### config.mk
export PLATFORM = sky130hd
export DESIGN_NAME = commu_assist
export DESIGN_NICKNAME = d
export VERILOG_FILES = /design/src/rtl/ca_flit_pkg.sv /design/src/rtl/ca_msg_pkg.sv /design/src/rtl/commu_assist.sv /design/src/rtl/ic_download.sv /design/src/rtl/out_req_arbiter.sv /design/src/rtl/req_upload.sv
export SDC_FILE = /design/constraint.sdc
export NUM_CORES = 1
export LEC_CHECK = 0
export BUFFER_PORTS_ARGS = -buffer_cell sky130_fd_sc_hd__buf_2
export CORE_MARGIN = 1
export CORE_UTILIZATION = 40
export CTS_BUF_LIST = sky130_fd_sc_hd__clkbuf_8
export CTS_CLUSTER_DIAMETER = 60
export DETAILED_ROUTE_END_ITERATION = 7
export PLACE_DENSITY_LB_ADDON = 0.15
export SETUP_SLACK_MARGIN = 0.1
export SLEW_MARGIN = 20
export SYNTH_ARGS = -nofsm -noshare
export SYNTH_HDL_FRONTEND = slang
export SYNTH_SLANG_ARGS = --single-unit
### constraint.sdc
create_clock -name clk -period 9.85 [get_ports clk]
set_input_delay 0.985 -clock clk [delete_from_list [all_inputs] [get_ports clk]]
set_output_delay 0.985 -clock clk [all_outputs]
set_load 0.03 [all_outputs]
### src/rtl/ca_flit_pkg.sv
////////////////////////////////////////
// link level, flit and frame code
////////////////////////////////////////

package ca_flit_pkg;

  // one flit on the req/rep fifos
  parameter int flit_w = 16;

  // frame code next to every flit
  parameter int ctrl_w = 2;

  ////////////////////////////////////////
  // frame codes
  ////////////////////////////////////////

  // no flit on the wire
  localparam logic [ctrl_w-1:0] ctrl_none = 2'b00;

  // first flit of a msg, carries the head word
  localparam logic [ctrl_w-1:0] ctrl_head = 2'b01;

  // any middle flit
  localparam logic [ctrl_w-1:0] ctrl_body = 2'b10;

  // last flit, closes the msg on the link
  localparam logic [ctrl_w-1:0] ctrl_tail = 2'b11;

  // a reply line on IN_rep uses the same codes,
  // only the head is looked at by the inst download fsm

endpackage

### src/rtl/ca_msg_pkg.sv
////////////////////////////////////////
// message level, requests and lines
////////////////////////////////////////

package ca_msg_pkg;

  // request msg, head word plus 32 bit addr
  parameter int req_msg_w = 48;

  // flits per request msg
  parameter int req_flits = 3;

  // one request msg, seen two ways
  typedef union packed {
    // slot 2 head (sent first), slot 1 addrhi, slot 0 addrlo
    logic [req_flits-1:0][ca_flit_pkg::flit_w-1:0] flits;
    // head word and full address, used to build msgs
    struct packed {
      logic [ca_flit_pkg::flit_w-1:0]           head;
      logic [req_msg_w-ca_flit_pkg::flit_w-1:0] addr;
    } word;
  } req_msg_u;

  ////////////////////////////////////////
  // inst reply line
  ////////////////////////////////////////

  // data flits after the head, 8 x 16 = one 128 bit line
  parameter int inst_flits_dflt = 8;

endpackage

### src/rtl/commu_assist.sv
module commu_assist
#(
  parameter int inst_flits = ca_msg_pkg::inst_flits_dflt
)
(
  input  logic                                      clk,
  input  logic                                      arst_n,

  // data cache request
  input  logic                                      v_dcache_dc_req,
  input  ca_msg_pkg::req_msg_u                      dcache_dc_req,
  output logic                                      dc_req_fsm_state,   // 1 while uploading

  // local mem request
  input  logic                                      v_mem_m_req,
  input  ca_msg_pkg::req_msg_u                      mem_m_req,
  output logic                                      m_req_fsm_state,

  // OUT_req fifo
  input  logic                                      OUT_req_rdy,
  output logic                                      OUT_req_ack,        // enq strobe
  output logic [ca_flit_pkg::flit_w-1:0]            OUT_req_flit,
  output logic [ca_flit_pkg::ctrl_w-1:0]            OUT_req_ctrl,

  // IN_rep fifo, every flit goes to ic_download
  input  logic                                      rep_rdy,
  input  logic [ca_flit_pkg::flit_w-1:0]            rep_flit_in,
  input  logic [ca_flit_pkg::ctrl_w-1:0]            rep_ctrl_in,
  output logic                                      ack_rep,            // deq strobe

  // inst cache
  output logic [1:0]                                ic_download_fsm_state,
  output logic [ca_flit_pkg::flit_w*inst_flits-1:0] inst_data,
  output logic                                      v_inst_rep
);

  ////////////////////////////////////////
  // uploader to arbiter nets
  ////////////////////////////////////////

  // dc_req path
  logic                            v_dc_req_flit;
  logic [ca_flit_pkg::flit_w-1:0]  dc_req_flit;
  logic [ca_flit_pkg::ctrl_w-1:0]  dc_req_ctrl;
  logic                            ack_dc_req;

  // m_req path
  logic                            v_m_req_flit;
  logic [ca_flit_pkg::flit_w-1:0]  m_req_flit;
  logic [ca_flit_pkg::ctrl_w-1:0]  m_req_ctrl;
  logic                            ack_m_req;

  ////////////////////////////////////////
  // request uploaders
  ////////////////////////////////////////

  req_upload u_dc_req
  (
    .clk    (clk),
    .arst_n (arst_n),
    .v_msg  (v_dcache_dc_req),    // from data cache
    .msg    (dcache_dc_req),
    .ack    (ack_dc_req),         // from arbiter
    .v_flit (v_dc_req_flit),
    .flit   (dc_req_flit),
    .ctrl   (dc_req_ctrl),
    .busy   (dc_req_fsm_state)    // back to data cache
  );

  req_upload u_m_req
  (
    .clk    (clk),
    .arst_n (arst_n),
    .v_msg  (v_mem_m_req),        // from local mem
    .msg    (mem_m_req),
    .ack    (ack_m_req),
    .v_flit (v_m_req_flit),
    .flit   (m_req_flit),
    .ctrl   (m_req_ctrl),
    .busy   (m_req_fsm_state)     // back to mem
  );

  ////////////////////////////////////////
  // OUT_req arbiter and mux
  ////////////////////////////////////////

  out_req_arbiter u_out_req_arbiter
  (
    .clk      (clk),
    .arst_n   (arst_n),
    .v_dc     (v_dc_req_flit),
    .v_mem    (v_m_req_flit),
    .dc_flit  (dc_req_flit),
    .mem_flit (m_req_flit),
    .dc_ctrl  (dc_req_ctrl),
    .mem_ctrl (m_req_ctrl),
    .out_rdy  (OUT_req_rdy),
    .out_ack  (OUT_req_ack),
    .ack_dc   (ack_dc_req),
    .ack_mem  (ack_m_req),
    .out_flit (OUT_req_flit),
    .out_ctrl (OUT_req_ctrl)
  );

  ////////////////////////////////////////
  // inst reply download
  ////////////////////////////////////////

  ic_download
  #(
    .inst_flits (inst_flits)
  )
  u_ic_download
  (
    .clk               (clk),
    .arst_n            (arst_n),
    .rep_rdy           (rep_rdy),
    .rep_flit          (rep_flit_in),
    .rep_ctrl          (rep_ctrl_in),
    .ack_rep           (ack_rep),
    .ic_download_state (ic_download_fsm_state),
    .inst_data         (inst_data),          // to inst cache
    .v_inst_rep        (v_inst_rep)
  );

endmodule

### src/rtl/ic_download.sv
module ic_download
#(
  parameter int inst_flits = 8   // data flits per inst line
)
(
  input  logic                                      clk,
  input  logic                                      arst_n,
  input  logic                                      rep_rdy,    // IN_rep fifo not empty
  input  logic [ca_flit_pkg::flit_w-1:0]            rep_flit,
  input  logic [ca_flit_pkg::ctrl_w-1:0]            rep_ctrl,
  output logic                                      ack_rep,    // deq strobe to IN_rep fifo
  output logic [1:0]                                ic_download_state,
  output logic [ca_flit_pkg::flit_w*inst_flits-1:0] inst_data,
  output logic                                      v_inst_rep  // line to inst cache
);

  localparam int line_w = ca_flit_pkg::flit_w * inst_flits;
  localparam int cnt_w  = $clog2(inst_flits);

  localparam logic [1:0] st_idle    = 2'b00;
  localparam logic [1:0] st_recv    = 2'b01;
  localparam logic [1:0] st_deliver = 2'b10;

  logic [1:0]        state;
  logic [cnt_w-1:0]  cnt;      // data flits taken so far
  logic [line_w-1:0] line_q;   // shifts in from the low end
  logic              last_flit;

  // no deq while the line sits on the inst cache port
  assign ack_rep   = rep_rdy && (state != st_deliver);
  assign last_flit = (cnt == cnt_w'(inst_flits - 1));

  ////////////////////////////////////////
  // fsm
  ////////////////////////////////////////

  always_ff @(posedge clk or negedge arst_n)
  begin
    if (!arst_n)
    begin
      state <= st_idle;
      cnt   <= '0;
    end
    else
    begin
      case (state)
        st_idle:
        begin
          // stray body/tail flits are eaten here
          if (ack_rep && rep_ctrl == ca_flit_pkg::ctrl_head)
          begin
            state <= st_recv;
            cnt   <= '0;
          end
        end
        st_recv:
        begin
          if (ack_rep)
          begin
            if (last_flit)
            begin
              state <= st_deliver;   // count alone ends the line
              cnt   <= '0;
            end
            else
            begin
              cnt <= cnt + 1'b1;
            end
          end
        end
        st_deliver:
          state <= st_idle;          // one cycle pulse
        default:
          state <= st_idle;
      endcase
    end
  end

  ////////////////////////////////////////
  // line assembly
  ////////////////////////////////////////

  // first data flit ends up in the top word
  always_ff @(posedge clk)
  begin
    if (state == st_recv && ack_rep)
      line_q <= {line_q[line_w-ca_flit_pkg::flit_w-1:0], rep_flit};
  end

  assign inst_data         = line_q;
  assign v_inst_rep        = (state == st_deliver);
  assign ic_download_state = state;

endmodule

### src/rtl/out_req_arbiter.sv
module out_req_arbiter
(
  input  logic                              clk,
  input  logic                              arst_n,
  input  logic                              v_dc,      // dc_req uploader
  input  logic                              v_mem,     // m_req uploader
  input  logic [ca_flit_pkg::flit_w-1:0]    dc_flit,
  input  logic [ca_flit_pkg::flit_w-1:0]    mem_flit,
  input  logic [ca_flit_pkg::ctrl_w-1:0]    dc_ctrl,
  input  logic [ca_flit_pkg::ctrl_w-1:0]    mem_ctrl,
  input  logic                              out_rdy,   // OUT_req fifo can take a flit
  output logic                              out_ack,   // enq strobe to OUT_req fifo
  output logic                              ack_dc,
  output logic                              ack_mem,
  output logic [ca_flit_pkg::flit_w-1:0]    out_flit,
  output logic [ca_flit_pkg::ctrl_w-1:0]    out_ctrl
);

  localparam logic src_dc  = 1'b0;
  localparam logic src_mem = 1'b1;

  logic                            lock;          // msg in flight, grant frozen
  logic                            locked_src;
  logic                            last_winner;   // src of the last started msg
  logic                            gnt_src;
  logic                            gnt_v;         // granted src has a flit
  logic [ca_flit_pkg::ctrl_w-1:0]  gnt_ctrl;

  ////////////////////////////////////////
  // grant
  ////////////////////////////////////////

  always_comb
  begin
    if (lock)
      gnt_src = locked_src;            // stay on the msg until its tail
    else if (v_dc && v_mem)
      gnt_src = ~last_winner;          // round robin on a tie
    else if (v_mem)
      gnt_src = src_mem;
    else
      gnt_src = src_dc;                // lone dc, or nobody
  end

  assign gnt_v    = (gnt_src == src_mem) ? v_mem : v_dc;
  assign gnt_ctrl = (gnt_src == src_mem) ? mem_ctrl : dc_ctrl;

  // same cycle path from valid to ack
  assign out_ack = out_rdy && gnt_v;
  assign ack_dc  = out_ack && (gnt_src == src_dc);
  assign ack_mem = out_ack && (gnt_src == src_mem);

  ////////////////////////////////////////
  // msg lock
  ////////////////////////////////////////

  always_ff @(posedge clk or negedge arst_n)
  begin
    if (!arst_n)
    begin
      lock        <= 1'b0;
      locked_src  <= src_dc;
      last_winner <= src_mem;          // dc gets the first tie
    end
    else if (out_ack)
    begin
      if (gnt_ctrl == ca_flit_pkg::ctrl_head)
      begin
        lock        <= 1'b1;           // head out, hold this src
        locked_src  <= gnt_src;
        last_winner <= gnt_src;
      end
      else if (gnt_ctrl == ca_flit_pkg::ctrl_tail)
      begin
        lock <= 1'b0;                  // msg done, rearbitrate
      end
    end
  end

  ////////////////////////////////////////
  // OUT_req flit and frame mux
  ////////////////////////////////////////

  always_comb
  begin
    if (!gnt_v)
    begin
      out_flit = '0;                   // idle port
      out_ctrl = ca_flit_pkg::ctrl_none;
    end
    else if (gnt_src == src_mem)
    begin
      out_flit = mem_flit;
      out_ctrl = mem_ctrl;
    end
    else
    begin
      out_flit = dc_flit;
      out_ctrl = dc_ctrl;
    end
  end

endmodule

### src/rtl/req_upload.sv
module req_upload
(
  input  logic                              clk,
  input  logic                              arst_n,
  input  logic                              v_msg,   // msg from cache or mem
  input  ca_msg_pkg::req_msg_u              msg,
  input  logic                              ack,     // current flit taken by arbiter
  output logic                              v_flit,
  output logic [ca_flit_pkg::flit_w-1:0]    flit,
  output logic [ca_flit_pkg::ctrl_w-1:0]    ctrl,
  output logic                              busy     // fsm state back to the source
);

  localparam int idx_w = $clog2(ca_msg_pkg::req_flits);
  localparam logic [idx_w-1:0] last_idx = idx_w'(ca_msg_pkg::req_flits - 1);

  ca_msg_pkg::req_msg_u msg_q;   // captured msg, payload only
  logic [idx_w-1:0]     idx;     // 0 head .. last_idx tail
  logic [idx_w-1:0]     slot;    // union slot of the current flit
  logic                 busy_q;

  ////////////////////////////////////////
  // capture and flit index
  ////////////////////////////////////////

  always_ff @(posedge clk or negedge arst_n)
  begin
    if (!arst_n)
    begin
      busy_q <= 1'b0;
      idx    <= '0;
    end
    else if (!busy_q)
    begin
      if (v_msg)
      begin
        busy_q <= 1'b1;   // head valid next cycle
        idx    <= '0;
      end
    end
    else if (ack)
    begin
      if (idx == last_idx)
      begin
        busy_q <= 1'b0;   // tail gone, free for next msg
        idx    <= '0;
      end
      else
      begin
        idx <= idx + 1'b1;
      end
    end
  end

  // payload reg, loaded only when idle
  always_ff @(posedge clk)
  begin
    if (!busy_q && v_msg)
      msg_q <= msg;
  end

  ////////////////////////////////////////
  // flit and frame code out
  ////////////////////////////////////////

  assign slot = last_idx - idx;          // head slot goes first
  assign flit = msg_q.flits[slot];

  always_comb
  begin
    if (idx == '0)
      ctrl = ca_flit_pkg::ctrl_head;
    else if (idx == last_idx)
      ctrl = ca_flit_pkg::ctrl_tail;
    else
      ctrl = ca_flit_pkg::ctrl_body;    // addrhi
  end

  assign v_flit = busy_q;   // held until each flit is acked
  assign busy   = busy_q;

endmodule

==> results of run 1 <==
cells in the mapped netlist (2+ instances only):
cell      number  area share
o311ai_0       2      0.0020
nand4_1        3      0.0022
buf_6          6      0.0078
mux2i_1       17       0.020
inv_1          5      0.0022
nor2b_1        6      0.0043
dfrtp_1       13       0.038
clkbuf_1       2     0.00087
and2_1         5      0.0036
a221oi_1       6      0.0061
a211oi_2      10       0.014
nand3_1        3      0.0017
buf_2          5      0.0029
mux2_2        17       0.022
a21oi_1       18       0.010
nor2_1        21      0.0091
a221oi_2      11       0.019
o21ai_0        3      0.0017
nand2b_1       3      0.0022
a211oi_1       7      0.0061
nand2_1       10      0.0043
buf_4          6      0.0052
ha_1           8       0.012
o21a_1         4      0.0035
edfxtp_1     224        0.78
nand4b_1       2      0.0020
power by group through the flow:
stage                     Sequential (mW)  Clock, mW  Combinational, mW
after global placement               1.44          0               1.25
after detailed placement             1.45          0               1.27
after CTS                            1.43      0.841               1.28
after global routing                 1.45      0.884               1.34
after floorplan                      1.68          0              0.737
final                                1.43      0.807               1.26
stage by stage:
stage / total power [mW] / hold slack (ns)
6_report: 3.50 / 0.366
3_3_place_gp: 2.70 / 0.425
5_1_grt: 3.68 / 0.353
4_1_cts: 3.55 / 0.333
2_1_floorplan: 2.41 / 0.443
3_5_place_dp: 2.73 / 0.429
layout make-up:
class	count	area [sq um]	area share
inverter	6	22.5	0.00204
multi-input combinational	169	1410	0.128
clock inverter	26	108	0.00976
antenna	6	15.0	0.00136
timing repair buffer	277	1400	0.127
sequential	238	7080	0.642
clock buffer	47	647	0.0587
tap	275	344	0.0312
cells by family after synthesis:
group | share of synthesized area
fa+ha+maj | 0.0116
compound gates | 0.0726
buf+inv | 0.0194
flops | 0.820
mux | 0.0419
simple gates | 0.0345
worst max path at each step:
| stage | start | end | depth (start not counted) |
|---|---|---|---|
| floorplan | rep_rdy | u_ic_download.inst_data[0] | 1 |
| global placement | u_dc_req.idx[0] | OUT_req_flit[12] | 6 |
| detailed placement | u_dc_req.idx[0] | OUT_req_flit[13] | 6 |
| CTS | u_dc_req.idx[0] | OUT_req_flit[13] | 6 |
| global route | u_dc_req.idx[0] | OUT_req_flit[15] | 6 |
| finish | u_dc_req.idx[0] | OUT_req_flit[4] | 6 |
sequential cells by signal (all words and copies together), names as in the netlist, 2 cells and up:
register	cells
u_m_req.msg_q	48
u_dc_req.idx	2
u_dc_req.msg_q	48
u_ic_download.inst_data	128
u_ic_download.cnt	3
u_ic_download.ic_download_state	2
u_m_req.idx	2
metal layers:
layer / GRT usage / up-vias
met5: 0 / -
met4: 0.0796 / 4
met3: 0.0651 / 48
met2: 0.276 / 209
met1: 0.188 / 2407
li1: - / 2339
==> impl_metrics.yaml, run 1 <==
critical_path:
  worstPathArrival_ns: 4.12
  path_delay_family: "adder cells"
  slowest_stage: "ha_1"
  critPathKind: "reg2out"
  critPathCaptureType: "output port"
  r2r_start: "u_ic_download.ic_download_state[0]"
  reg2regPathDepth: 4
  cp_cell_sequence: "clkinv_1 > ha_1 > and2_1 > a221oi_2 > a211oi_2 > buf_2"
  path_buf_inv: 2
  cpPeakStageDelay_ns: 1.06
  cp-start-kind: "flop"
  worstPathMaxFanout: 19
  required_ns: 8.87
  r2r_end: "u_ic_download.inst_data[76]"
  regToRegSetupSlack_ns: 7.20
run_status:
  status: "completed"
route:
  vias: 5007
  viasPerCell: 4.80
  antenna_left: 0
  wl_um: 18600
  first_pass_iters: 4
  first_iter_violations: 224
  met1_length_um: 7140
  topRoutingLayerUsed: "met5"
  met3_wirelength_um: 1620
  dr_wl_met2_um: 9240
  drcViolationCount: 0
  wire_per_inst_um: 17.8
timing:
  worst_slack_ns: 4.74
  clock.fmax_mhz: 196
  drv_slew: 0
  min_period_over_period: 0.519
  finalHoldViolCount: 0
  fin_crit_ns: 5.11
  setup_tns_ns: 0
  skew_ns: 0.00893
  slew_headroom: 0.242
  worst_pin_slew_ns: 1.14
  finalSetupViolCount: 0
  rsz0062_at_grt: "false"
finish:
  final_cells: 1044
  layout_common_cells: "272 x buf_2, 224 x edfxtp_1, 47 x clkbuf_8, 21 x nor2_1, 19 x inv_1"
  nets: 861
  final_common_cell: "buf_2"
  utilization: 0.523
  drive_gt1_frac: 0.490
  finalInstanceArea_sq_um: 11000
  nFillCells: 1818
  syn2layout_area_growth_pct: 27.7
clock_network:
  post_cts_buffers: 0
  ctsResizeCount: 0
  insertion_delay_ns: 0.51
  cts_buffers: 41
  cts_buffer_depth: 3
  cts_tree: "done"
  cts_root_buf: "clkbuf_8"
  h-tree-depth: 2
  cts.clk_slew.worst_paths_ns: 0.06
  cts_sinks: 238
  hold_buffers: 0
placed_design:
  post-dp-hpwl_um: 13200
  dp.cells: 965
  numPortBuffers: 272
  dp_slack_ns: 5.25
  place_congestion: 0.811
  placedInstanceArea_sq_um: 10300
synth:
  synth-seq-cells: 238
  synth.distinct_cells: 41
  syn-num-nets: 560
  syn_area_sq_um: 8630
  postSynthCellCount: 432
  syn_area_per_cell_sq_um: 20.0
  yosysWarnings: 0
  async_flop_share: 0.0588
  synth_top_flop_cell: "edfxtp_1"
  ys_seq_area_frac: 0.820
  synth_edf_count: 224
power:
  power.leakage_nw: 4.33
  p_sw_mw: 1.33
  clock_power_share: 0.231
  p_seq_frac: 0.409
  swShare: 0.380
  power.density_cell_area_nw_per_um2: 317
  ir_worst_vdd_v: 0.000286
  comb_power_share: 0.360
  intPower_mw: 2.17
global_route:
  grt_pass1_vias: 5296
  grt_pass1_wl_um: 28000
  grt_max_degree: 79
  grt_use_total: 0.167
  grt-ovfl-total: 0
  antenna_found_initial: 9
run:
  cap_violations: 0
floorplanning:
  io_pins: 273
  die_h_um: 149
  rows: 53
  die_x_um: 149
  core_sq_um: 21100
  start_util: 0.409
  die_area_sq_um: 22200
min_path:
  hp-class: "in2async"
(Power assumes the default switching activity.)
==> inputs of run 2 (changes only) <==
Clock period 9.85 ns to 4.7 ns, I/O delays scaled along.
==> run 2 against run 1 <==
Against the previous run: first-iteration DRC count fell by 6.7%; sequential power increased by 110%; via count is 0.70% lower; power is 110% higher; final cell count barely moved; routed wire length grew 0.40%; critical path type unchanged; critical endpoint is now OUT_req_flit[9]; highest routed layer unchanged.
==> impl_metrics.yaml, run 2 (same netlist as run 1, synthesis figures left out) <==
run_status:
  status: "completed"
global_route:
  grt_pass1_wl_um: 27900
  grt_max_degree: 49
  antenna_found_initial: 8
  grt_use_total: 0.168
  grt_pass1_vias: 5202
  grt-ovfl-total: 0
timing:
  slew_headroom: 0.337
  hold_ws_ns: 0.124
  drv_slew: 0
  skew_ns: 0.0148
  setup_tns_ns: 0
  fin_crit_ns: 3.89
  finalSetupViolCount: 0
  min_period_over_period: 0.829
  worst_pin_slew_ns: 0.993
  rsz0062_at_grt: "false"
  clock.fmax_mhz: 257
  finalHoldViolCount: 0
  worst_slack_ns: 0.806
clock_network:
  post_cts_buffers: 0
  cts.clk_slew.worst_paths_ns: 0.06
  insertion_delay_ns: 0.52
  ctsResizeCount: 0
  cts_tree: "done"
  h-tree-depth: 2
  cts_root_buf: "clkbuf_8"
  cts_buffer_depth: 3
  cts_buffers: 39
  cts_sinks: 238
finish:
  nets: 863
  largest_reg_flops: 128
  finalInstanceArea_sq_um: 11000
  multi_input_area_sq_um: 1420
  syn2layout_area_growth_pct: 27.9
  register_area_sq_um: 7080
  nFillCells: 1833
  final_cells: 1043
  layout_common_cells: "272 x buf_2, 224 x edfxtp_1, 39 x clkbuf_8, 23 x inv_1, 21 x nor2_1"
  utilization: 0.523
  drive_gt1_frac: 0.484
  final_common_cell: "buf_2"
floorplanning:
  die_x_um: 149
  die_area_sq_um: 22200
  rows: 53
  core_sq_um: 21100
  die_h_um: 149
  io_pins: 273
  start_util: 0.409
critical_path:
  required_ns: 4.23
  critPathCaptureType: "output port"
  cp-start-kind: "flop"
  cp_cell_sequence: "inv_1 > ha_1 > buf_4 > and2_1 > a21oi_1 > a211oi_2 > buf_2"
  r2r_end: "u_ic_download.inst_data[114]"
  worstPathArrival_ns: 3.42
  critPathKind: "reg2out"
  r2r_start: "u_ic_download.ic_download_state[0]"
  reg2regPathDepth: 3
  cpPeakStageDelay_ns: 0.70
  worstPathMaxFanout: 20
  regToRegSetupSlack_ns: 2.49
  slowest_stage: "dfrtp_1"
route:
  vias: 4972
  first_pass_iters: 4
  first_iter_violations: 209
  antenna_left: 0
  viasPerCell: 4.77
  wire_per_inst_um: 17.9
  wl_um: 18700
  drcViolationCount: 0
run:
  cap_violations: 0
min_path:
  hp-class: "in2reg"
  worstHoldPathCells: 1
  whs_endpoint: "u_dc_req.msg_q[24]"
  worstHoldStart: "dcache_dc_req[24]"
power:
  ir_worst_vdd_v: 0.000684
  power.leakage_nw: 4.33
  power.density_cell_area_nw_per_um2: 660
  p_total_mw: 7.29
placed_design:
  placedInstanceArea_sq_um: 10300
  post-dp-hpwl_um: 13300
  numPortBuffers: 272
  place_congestion: 0.799
  dp_slack_ns: 1.31
  dp.cells: 968
[run 2: cell types whose count changed in the layout (fill, tap and decap cells not counted), sizes merged]
cell / delta
dlygate4sd3: +1
clkinv: -5
clkbuf: -8
clkinvlp: +1
buf: +3
bufinv: +2
inv: +3
diode: +2
[run 2: critical path, delay by kind of cell (launching register included)]
family / cells / cell delay [ns]
buf+inv: 3 / 0.72
flops: 1 / 0.70
simple gates: 1 / 0.60
fa+ha+maj: 1 / 0.46
compound gates: 2 / 0.45
[run 2: worst max-delay path by stage]
stage / from / endpoint / slack [ns] / cells past startpoint
floorplan: u_ic_download.ic_download_state[0] / u_ic_download.inst_data[0] / 0.26 / 2
global placement: u_dc_req.idx[0] / OUT_req_flit[12] / 1.38 / 6
detailed placement: u_m_req.idx[0] / OUT_req_flit[2] / 1.31 / 7
CTS: u_m_req.idx[0] / OUT_req_flit[9] / 0.74 / 7
global route: u_m_req.idx[0] / OUT_req_flit[2] / 0.46 / 7
finish: u_m_req.idx[0] / OUT_req_flit[9] / 0.81 / 7
[run 2: per-layer routing]
metal  track usage  routed length [um]
met1         0.205                7540
met2         0.268                9100
met3        0.0544                1500
met4        0.0816                 535
met5             0                   8
[run 2: timing repair]
item	in CTS	in global routing
endpoints found under the setup margin	0	0
hold buffers	1	0
hold endpoints to repair	13	0
[run 2: power breakdown]
| part | switching (mW) | total [mW] | internal [mW] |
|---|---|---|---|
| clock | 0.749 | 1.63 | 0.877 |
| combinational | 1.82 | 2.67 | 0.847 |
| sequential | 0.187 | 3.00 | 2.81 |
| total | 2.76 | 7.29 | 4.53 |
[run 2: area by class of cell]
class	count	area share
tap	275	0.0312
sequential	238	0.641
timing repair buffer	281	0.132
antenna	8	0.00181
clock inverter	27	0.0144
multi-input combinational	169	0.129
clock buffer	39	0.0486
inverter	6	0.00204
